### src/include/althea_bus_settings.svh
// bus width also sets the RAM depth (2**BUS_WIDTH halfword pairs)
// stretch bit 3 holds the slave idle 9 cycles after reset falls
`ifndef ALTHEA_BUS_SETTINGS_SVH
`define ALTHEA_BUS_SETTINGS_SVH

`define BUS_WIDTH 8

// counter bit that ends the internal reset
`define RESET_STRETCH_BITS 3

`endif
### src/verilog/althea_bus_pkg.sv
// types shared by the host bus slave and its RAM
// widths follow BUS_WIDTH from the settings header
`include "althea_bus_settings.svh"

package althea_bus_pkg;

	// one host bus halfword, also the RAM address
	typedef logic [`BUS_WIDTH-1:0] bus_word_t;

	// one RAM word, high half first on the bus
	typedef logic [2*`BUS_WIDTH-1:0] mem_word_t;

	typedef enum logic [2:0] {
		WRITE_WAIT_HIGH   = 3'd0,
		WRITE_HIGH_TAKEN  = 3'd1, // waits for enable low
		WRITE_WAIT_LOW    = 3'd2,
		WRITE_LOW_TAKEN   = 3'd3, // strobe goes out next
		WRITE_STROBE_DONE = 3'd4  // held until next address beat
	} write_phase_t;

	typedef enum logic [1:0] {
		READ_SERVE_HIGH = 2'd0,
		READ_HIGH_SERVED = 2'd1,
		READ_SERVE_LOW = 2'd2,
		READ_LOW_SERVED = 2'd3
	} read_phase_t;

endpackage

### src/verilog/althea_bus_top.sv
// host bus slave with its RAM; the tristate pad lives in a board wrapper,
// which drives the bus from bus_out while bus_oe is high
// leds: 7 ack, 6 write strobe, 4 reset, 3 register select, 2 read,
// 1 enable, 0 internal reset
`timescale 1ns/10ps

module althea_bus_top (
	input logic clock50,
	input logic reset,
	input logic enable,
	input logic read,
	input logic register_select,
	input althea_bus_pkg::bus_word_t bus_in,
	output logic ack,
	output althea_bus_pkg::bus_word_t bus_out,
	output logic bus_oe,
	output logic [7:0] leds
);

	logic local_reset;
	logic write_strobe;
	althea_bus_pkg::bus_word_t address;
	althea_bus_pkg::mem_word_t write_data;
	althea_bus_pkg::mem_word_t read_data;

	reset_stretcher i_reset_stretcher (
		.clock50(clock50),
		.reset(reset),
		.local_reset(local_reset)
	);

	bus_protocol_slave i_slave (
		.clock50(clock50),
		.local_reset(local_reset),
		.enable(enable),
		.read(read),
		.register_select(register_select),
		.bus_in(bus_in),
		.read_data(read_data),
		.ack(ack),
		.bus_out(bus_out),
		.bus_oe(bus_oe),
		.address(address),
		.write_data(write_data),
		.write_strobe(write_strobe)
	);

	halfword_ram i_ram (
		.clock50(clock50),
		.address(address),
		.write_data(write_data),
		.write_strobe(write_strobe),
		.read_data(read_data)
	);

	assign leds = {ack, write_strobe, 1'b0, reset, register_select, read, enable, local_reset};

endmodule

### src/verilog/halfword_ram.sv
// single clock RAM, 2**BUS_WIDTH words, read and write share one address
// read data is registered and shows the old word during a write
// contents power up undefined
`timescale 1ns/10ps
`include "althea_bus_settings.svh"

module halfword_ram (
	input logic clock50,
	input althea_bus_pkg::bus_word_t address,
	input althea_bus_pkg::mem_word_t write_data,
	input logic write_strobe,
	output althea_bus_pkg::mem_word_t read_data
);

	localparam int DEPTH = 2 ** `BUS_WIDTH;

	althea_bus_pkg::mem_word_t memory [DEPTH];

	always_ff @(posedge clock50) begin
		if (write_strobe) begin
			memory[address] <= write_data;
		end
	end

	// one cycle latency from the address
	always_ff @(posedge clock50) begin
		read_data <= memory[address];
	end

endmodule

### src/verilog/bus_protocol_slave.sv
// enable/ack strobe slave: address beat, two write halves, two read halves
// beat kind is taken from the first enable cycle; read and register_select
// must stay steady for the whole beat. no back-pressure toward the host
`timescale 1ns/10ps
`include "althea_bus_settings.svh"

module bus_protocol_slave (
	input logic clock50,
	input logic local_reset,
	input logic enable,
	input logic read,
	input logic register_select,
	input althea_bus_pkg::bus_word_t bus_in,
	input althea_bus_pkg::mem_word_t read_data,
	output logic ack,
	output althea_bus_pkg::bus_word_t bus_out,
	output logic bus_oe,
	output althea_bus_pkg::bus_word_t address,
	output althea_bus_pkg::mem_word_t write_data,
	output logic write_strobe
);

	althea_bus_pkg::write_phase_t write_phase;
	althea_bus_pkg::read_phase_t read_phase;
	althea_bus_pkg::bus_word_t write_high;
	althea_bus_pkg::bus_word_t write_low;
	althea_bus_pkg::bus_word_t read_high;
	althea_bus_pkg::bus_word_t read_low;
	logic enable_last;
	logic beat_start;
	logic address_beat;
	logic data_beat;
	logic read_beat;
	logic capture_high;
	logic capture_low;

	// a beat starts on the first sampled-high enable cycle
	assign beat_start = enable && !enable_last;
	assign address_beat = beat_start && !read && !register_select;
	assign data_beat = beat_start && !read && register_select;
	assign read_beat = beat_start && read;

	assign capture_high = data_beat && (write_phase == althea_bus_pkg::WRITE_WAIT_HIGH);
	assign capture_low = data_beat && (write_phase == althea_bus_pkg::WRITE_WAIT_LOW);

	assign read_high = read_data[2*`BUS_WIDTH-1:`BUS_WIDTH];
	assign read_low = read_data[`BUS_WIDTH-1:0];
	assign write_data = {write_high, write_low}; // high half came first

	assign bus_oe = read; // we drive whenever the host reads

	always_ff @(posedge clock50) begin
		if (local_reset) begin
			ack <= 1'b0;
			// enable held across reset must drop before it counts as a beat
			enable_last <= 1'b1;
		end else begin
			ack <= enable;
			enable_last <= enable;
		end
	end

	always_ff @(posedge clock50) begin
		if (local_reset) begin
			address <= '0;
		end else if (address_beat) begin
			address <= bus_in;
		end
	end

	// write halves
	always_ff @(posedge clock50) begin
		if (capture_high) begin
			write_high <= bus_in;
		end
		if (capture_low) begin
			write_low <= bus_in;
		end
	end

	always_ff @(posedge clock50) begin
		write_strobe <= 1'b0;
		if (local_reset) begin
			write_phase <= althea_bus_pkg::WRITE_WAIT_HIGH;
		end else if (address_beat) begin
			write_phase <= althea_bus_pkg::WRITE_WAIT_HIGH; // drops a half-written word
		end else begin
			case (write_phase)
				althea_bus_pkg::WRITE_WAIT_HIGH: begin
					if (capture_high) begin
						write_phase <= althea_bus_pkg::WRITE_HIGH_TAKEN;
					end
				end
				althea_bus_pkg::WRITE_HIGH_TAKEN: begin
					if (!enable) begin // rearm for the low half
						write_phase <= althea_bus_pkg::WRITE_WAIT_LOW;
					end
				end
				althea_bus_pkg::WRITE_WAIT_LOW: begin
					if (capture_low) begin
						write_phase <= althea_bus_pkg::WRITE_LOW_TAKEN;
					end
				end
				althea_bus_pkg::WRITE_LOW_TAKEN: begin
					write_strobe <= 1'b1; // one cycle after the low half
					write_phase <= althea_bus_pkg::WRITE_STROBE_DONE;
				end
				althea_bus_pkg::WRITE_STROBE_DONE: begin
					// extra data beats are ignored here
					write_phase <= althea_bus_pkg::WRITE_STROBE_DONE;
				end
				default: begin
					write_phase <= althea_bus_pkg::WRITE_WAIT_HIGH;
				end
			endcase
		end
	end

	// read halves alternate high, low, high...
	always_ff @(posedge clock50) begin
		if (local_reset) begin
			read_phase <= althea_bus_pkg::READ_SERVE_HIGH;
			bus_out <= '0;
		end else if (address_beat) begin
			read_phase <= althea_bus_pkg::READ_SERVE_HIGH;
		end else begin
			case (read_phase)
				althea_bus_pkg::READ_SERVE_HIGH: begin
					if (read_beat) begin
						bus_out <= read_high;
						read_phase <= althea_bus_pkg::READ_HIGH_SERVED;
					end
				end
				althea_bus_pkg::READ_HIGH_SERVED: begin
					if (!enable) begin
						read_phase <= althea_bus_pkg::READ_SERVE_LOW;
					end
				end
				althea_bus_pkg::READ_SERVE_LOW: begin
					if (read_beat) begin
						bus_out <= read_low;
						read_phase <= althea_bus_pkg::READ_LOW_SERVED;
					end
				end
				althea_bus_pkg::READ_LOW_SERVED: begin
					if (!enable) begin // wraps back to the high half
						read_phase <= althea_bus_pkg::READ_SERVE_HIGH;
					end
				end
				default: begin
					read_phase <= althea_bus_pkg::READ_SERVE_HIGH;
				end
			endcase
		end
	end

endmodule

### src/verilog/reset_stretcher.sv
// internal reset follows reset directly, then stays high until
// counter bit RESET_STRETCH_BITS sets (9 cycles with the default of 3)
`timescale 1ns/10ps
`include "althea_bus_settings.svh"

module reset_stretcher (
	input logic clock50,
	input logic reset,
	output logic local_reset
);

	logic [`RESET_STRETCH_BITS:0] stretch_count;
	logic stretch_active; // still counting after reset fell

	always_ff @(posedge clock50) begin
		if (reset) begin
			stretch_count <= '0;
			stretch_active <= 1'b1;
		end else if (stretch_active) begin
			if (stretch_count[`RESET_STRETCH_BITS]) begin
				stretch_active <= 1'b0;
			end
			stretch_count <= stretch_count + 1'b1;
		end
	end

	// high in the very first reset cycle too
	assign local_reset = reset || stretch_active;

endmodule

### config.mk
export PLATFORM = sky130hd
export DESIGN_NAME = althea_bus_top
export DESIGN_NICKNAME = d
export VERILOG_FILES = /design/src/verilog/althea_bus_pkg.sv /design/src/verilog/althea_bus_top.sv /design/src/verilog/halfword_ram.sv /design/src/verilog/bus_protocol_slave.sv /design/src/verilog/reset_stretcher.sv
export VERILOG_INCLUDE_DIRS = /design/src /design/src/include
export SDC_FILE = /design/constraint.sdc
export NUM_CORES = 2
export LEC_CHECK = 0
export BUFFER_PORTS_ARGS = -buffer_cell sky130_fd_sc_hd__buf_4
export CAP_MARGIN = 20
export CORE_MARGIN = 2
export CORE_UTILIZATION = 30
export CTS_CLUSTER_DIAMETER = 120
export CTS_CLUSTER_SIZE = 28
export DETAILED_ROUTE_END_ITERATION = 16
export PLACE_DENSITY = 0.51
export SETUP_SLACK_MARGIN = 0.1
export SLEW_MARGIN = 20
export SYNTH_ARGS = -nofsm -noshare
export SYNTH_HDL_FRONTEND = slang
export SYNTH_HIERARCHICAL = 1
export SYNTH_SLANG_ARGS = --single-unit
### constraint.sdc
create_clock -name clock50 -period 8.6 [get_ports clock50]
set_input_delay 0.86 -clock clock50 [delete_from_list [all_inputs] [get_ports clock50]]
set_output_delay 0.86 -clock clock50 [all_outputs]
set_load 0.05 [all_outputs]
# == Word-level counts from Yosys, hierarchy flattened ==
# Memory sizes are Yosys's and may differ from the RTL's. A register that Yosys moved wholly into a read port is not among the register bits.
# Cells that the tools add are included.
# W data, S select, Z words.
# word_totals
mem_bits_rw,4096
output_inout_bits,18
n_memories,1
ff_bits,45
input_bits,13
word_cells,64
# mem_list
name,depth,width,rd,rd_clocked_by_memory_dff,wr,line,rtl
i_ram.memory,256,16,1,1,1,halfword_ram.sv:17,althea_bus_pkg::mem_word_t memory [DEPTH];
# op_classes
eq_ne,14
reduce_logical,19
n_bitwise,1
mux,17
n_addsub,1
# op_table
op,count
$mux W8,2
$pmux W8 S2,1
$pmux W3 S4,1
$mux W3,3
$mux W2,4
$ne A2 B1 Y1 const B,4
$pmux W2 S4,1
$reduce_and A4 Y1,2
$logic_and A1 B1 Y1,7
$eq A3 B2 Y1 const B,2
$ne A2 B2 Y1 const B,3
$mux W1,5
$add A4 B1 Y4 const B,1
$eq A2 B2 Y1 const B,2
$reduce_or A2 Y1,2
$eq A3 B1 Y1 const B,1
$eq A3 B3 Y1 const B,1
$logic_not A1 Y1,3
$logic_not A3 Y1,1
$reduce_and A3 Y1,1
$eq A2 B1 Y1 const B,1
$logic_not A2 Y1,1
$reduce_bool A2 Y1,1
$logic_or A1 B1 Y1,1
$not A1 Y1,1

# == Longest topological paths before layout ==
# logic_depth
word_depth,7
ltp_mapped,10
depth_no_buf,5

# == Cells and area by module ==
# Netlist, hierarchy kept.
# modules_own_cells
module,n_inst,area_per_inst_um2,seq_area_each_um2,cells_per_inst
halfword_ram,1,155399.0,123318.3,6727
bus_protocol_slave,1,1595.3,960.9,137
reset_stretcher,1,236.5,100.1,21
althea_bus_top,1,63.8,0.0,9

# == Worst setup path before layout ==
# OpenSTA, ideal clock, no wires.
# synth_timing
path_kind,reg-to-reg
start,reg i_slave.write_low[0]
end,"mem i_ram/memory[0][0] in the netlist's numbering, data pin"
synth_period_minus_slack_ns,4.046
path_buffers,0
t_arrival_ns,3.228
path_slack_ns,4.554
required_time_ns,7.783
stages_incl_launch_ff,1
setup_time_ns,0.817
cell_sequence,edfxtp_1
# synth_lines
item,line,rtl
"start, declared",bus_protocol_slave.sv:26,althea_bus_pkg::bus_word_t write_low;
"start signal, assigned",bus_protocol_slave.sv:77,write_low <= bus_in;
"end, declared",halfword_ram.sv:17,
# Straight into the memory's write port.

==> summary.md <==
| Metric | Value |
|---|---|
| Yosys top cell by area | edfxtp_1 |
| Total number of yosys warnings | 6 |
| Worst skew pair latency | roughly 0.96 ns |
| DR iter-0 viols | 9260 |
| CTS tree | yes |
| Drt drc | 0 |
| Num Clock Sinks | 4157 |
| Power per cell area | 183.8 nW/um^2 |
| Clock Path Buffers | 4 |
| Synth area leaders | edfxtp_1 (79%), mux4_2 (15%), a22oi_1 (2.4%) |
| Async SR Flop Fraction | 0% |
| I/O pin total | 31 |
| Maximum VDD drop | 0.1410 mV |
| Cells after DPL | 13830 |
| Yosys top cell area share | 78.50% |
| Fin area | 173600 um^2 |
| Cell Area, Placed | 168500 um^2 |
| Nets | about 7000 |
| Syn-to-layout area delta | 10.33% |
| Hold_buf cts | 0 |
| Final core utilization | around 33% |
| Total length of routed met2 wires | 202400 um |
| Chip width | 728.1 um |
| Data required, critical path | 9.37 ns |
| Clock transition at path regs | 0.11 ns |
| Post-CTS Setup Inserts | 0 |
| Number of vias in the routed layout | 73840 |
| Initial antenna violation count | 20 |
| Family with the most delay on the worst path | compound AO/OA/AOI/OAI gates |
| Final Setup Violations | 0 |
| Kind of critical path | flop to flop |
| Mean area per synthesized cell | 22.82 um^2 |
| Cell Chain, Critical Path | buf_4, buf_4, mux4_2, a22oi_1, a21oi_1, o41ai_2, nand4_1 |
| Highest routing layer actually used | met5 |
| Status | complete, no violations |
| Worst relative slew slack | 11.09% |
| Reg2reg setup slack | 3.97 ns |
| Synth Flop Type | edfxtp_1 |
| CP bufs+invs | 2 |
| Hpwl dp | between 200000 and 250000 um |
| P_int | 25.76 mW |
| Post-synth net total | 6912 |
| Length of routed met3 wiring | 30070 um |
| Die Span Y | between 700 and 800 um |
| Synth Instances | 6894 |
| Post-layout minimum cycle time | 4.627 ns |
| Max incr delay on CP | 0.98 ns |
| H-tree depth | 4 |
| ANT nets after route | 0 |
| Gr usage total | 15.53% |
| HP Start | bus_in[5] |
| Pin count of the biggest net entering global routing | 185 |
| Final period util | 53.80% |
| Met1 wire length | roughly 180000 um |
| RSZ-0062 raised after global routing | false |
| Max FO, Critical Path | 34 |
| Overall power | 31.90 mW |
| Most used cell, CP | buf_4 |
| CP Capture Type | flop |
| R2R Path End | i_ram/read_data[3] |
| GR Overflow Total | 0 |
| Max Cap Viol | 0 |
| CP startpoint kind | flop |
| Final Max Slew Viols | 0 |
| Initial Util | 30.16% |
| Total core area | 521600 um^2 |
| Final Hold Vio Count | 0 |
| Post-Syn Area | 157300 um^2 |
| DRT Pass-1 Iters | 5 |
| CTS Buf Count | 172 |
| DRT Wirelength | 425000 um |
| Combinational Power Share | 0.1% |
| Clk root buf | clkbuf_16 |
| Post-cts sizing count | 0 |
| Number of synthesized flops with an enable pin | between 4000 and 5000 |
| Worst path slowest cell | o41ai_2 |
| P_leak | 49.47 nW |
| Arr. time, crit path | approximately 5.4 ns |
| Reg2reg path depth | 7 |
| Register bit total from synthesis | about 4200 |
| Setup Skew | 0.05145 ns |
| Hold_ws | around 0.12 ns |
| Die footprint | ~530000 um^2 |
| Max frequency | 216.1 MHz |
| Final worst setup slack | 3.973 ns |
| WL/cell | ~30 um |
| Finished Layout Cells | ~14000 |
| Dpl ws | roughly 3.9 ns |
| Reg-to-reg startpoint | i_slave/address[0] |
| Port bufs | 29 |
| FP Rows | 265 |
| Worst Hold Endpoint | i_slave/write_high[5] |
| RD Place Congestion | about 0.78 |
| Total negative slack | 0 ns |
| Layout cells sized above 1 | 25.14% |
| Worst hold path type | input port to flop |
| Clk network pwr share | 31.3% |
| Sequential fraction of the synthesis area | 79.07% |
| First-pass GRT wire length | 591200 um |
| Switch Pwr | 6.139 mW |
| Yosys cell types | 43 |
| Vias per cell | 5.232 |
| Sw frac | 19.24% |
| Number of global-route vias before repair | 73470 |
| Worst hold path depth | 1 |
| Sequential Power Share | 68.6% |
| Slew @ Worst Pin | 1.334 ns |
[metal layers]
metal | up-vias | GRT usage (%)
met3 | 397 | 2.395
met1 | 41160 | 22.40
met2 | 2623 | 25.02
met5 | - | 0
li1 | 29650 | -
met4 | 10 | 3.151
[sequential cells by signal (all words and copies together) (netlist names)]
| name | count |
|---|---|
| i_ram/memory | 4096 |
| i_ram/read_data | 16 |
| i_slave/address | 8 |
| i_slave/bus_out | 8 |
| i_slave/write_high | 8 |
| i_slave/write_low | 8 |
| i_reset_stretcher/stretch_count | 4 |
| i_slave/write_phase | 3 |
| i_slave/read_phase | 2 |
| i_reset_stretcher/stretch_active | 1 |
| i_slave/ack | 1 |
| i_slave/enable_last | 1 |
| i_slave/write_strobe | 1 |
[layout make-up]
| type | count | area (um^2) |
|---|---|---|
| Fill cell | 48480 | 348000 |
| Sequential cell | 4157 | 124400 |
| Multi-Input combinational cell | 2292 | 31730 |
| Tap cell | 6942 | 8686 |
| Clock buffer | 254 | 4697 |
| Timing Repair Buffer | 437 | 3836 |
| Clock inverter | 15 | 166.4 |
| Antenna cell | 10 | 25.02 |
| Inverter | 6 | 22.52 |
[power by group through the flow]
stage	logic, mW	registers, mW	clock network, mW
3_5_place_dp	0.0237	22.3	0
6_report	0.0233	21.9	10.0
2_1_floorplan	0.0124	22.3	0
5_1_grt	0.0255	21.9	10.9
4_1_cts	0.0238	21.9	10.3
3_3_place_gp	0.0228	22.3	0
[synth_stat cells, drive strengths merged (2+ instances only)]
master  instances
edfxtp       4112
mux4         1024
a22oi         512
a21oi         274
clkbuf        251
nor2          238
buf           188
o41ai          64
dfxtp          45
nand2          45
nor3           30
nand4          17
nand3          15
mux2i          11
nor2b          10
a211oi          8
nand2b          7
inv             6
ha              5
or2             5
and2            4
nand3b          3
nor4            3
nor4b           3
o21ai           2
[logic make-up after synthesis]
logic type      count (synthesis)  synth area share [%]
flops                        4157                 79.07
mux                          1036                 14.74
compound gates                865                 3.743
buf+inv                       445                 1.328
simple gates                  384                 1.066
fa+ha+maj                       5               0.03977
other cells                     1              0.002384
xor+xnor                        1              0.005569
[worst max-delay path by stage]
stage | from | end | cells past startpoint
2_1_floorplan | i_slave/write_low[0] | i_ram/memory[0][0] | 0
3_3_place_gp | i_slave/address[0] | i_ram/read_data[9] | 7
3_5_place_dp | i_slave/address[0] | i_ram/read_data[4] | 8
4_1_cts | i_slave/address[0] | i_ram/read_data[4] | 8
5_1_grt | i_slave/address[0] | i_ram/read_data[4] | 8
6_report | i_slave/address[0] | i_ram/read_data[3] | 7
[worst reg2reg max path: stages, from the launching register on]
cell and delay [ns]:
dfxtp_4 0.67, buf_4 0.66, buf_4 0.77, mux4_2 0.60
a22oi_1 0.27, a21oi_1 0.26, o41ai_2 0.99, nand4_1 0.22
[placed cells by master, fill, tap and decap left out, types with 27 or more instances in the layout]
master,count
o41ai_2,27
clkbuf_1,78
dfxtp_1,43
buf_12,35
nor2_4,27
clkbuf_16,176
o41ai_1,29
a21oi_1,274
a22oi_1,512
nor2_1,191
nand2_1,38
nor3_2,27
edfxtp_1,4112
buf_4,386
mux4_2,1024
Note: power is estimated with default switching activity, not from simulation.
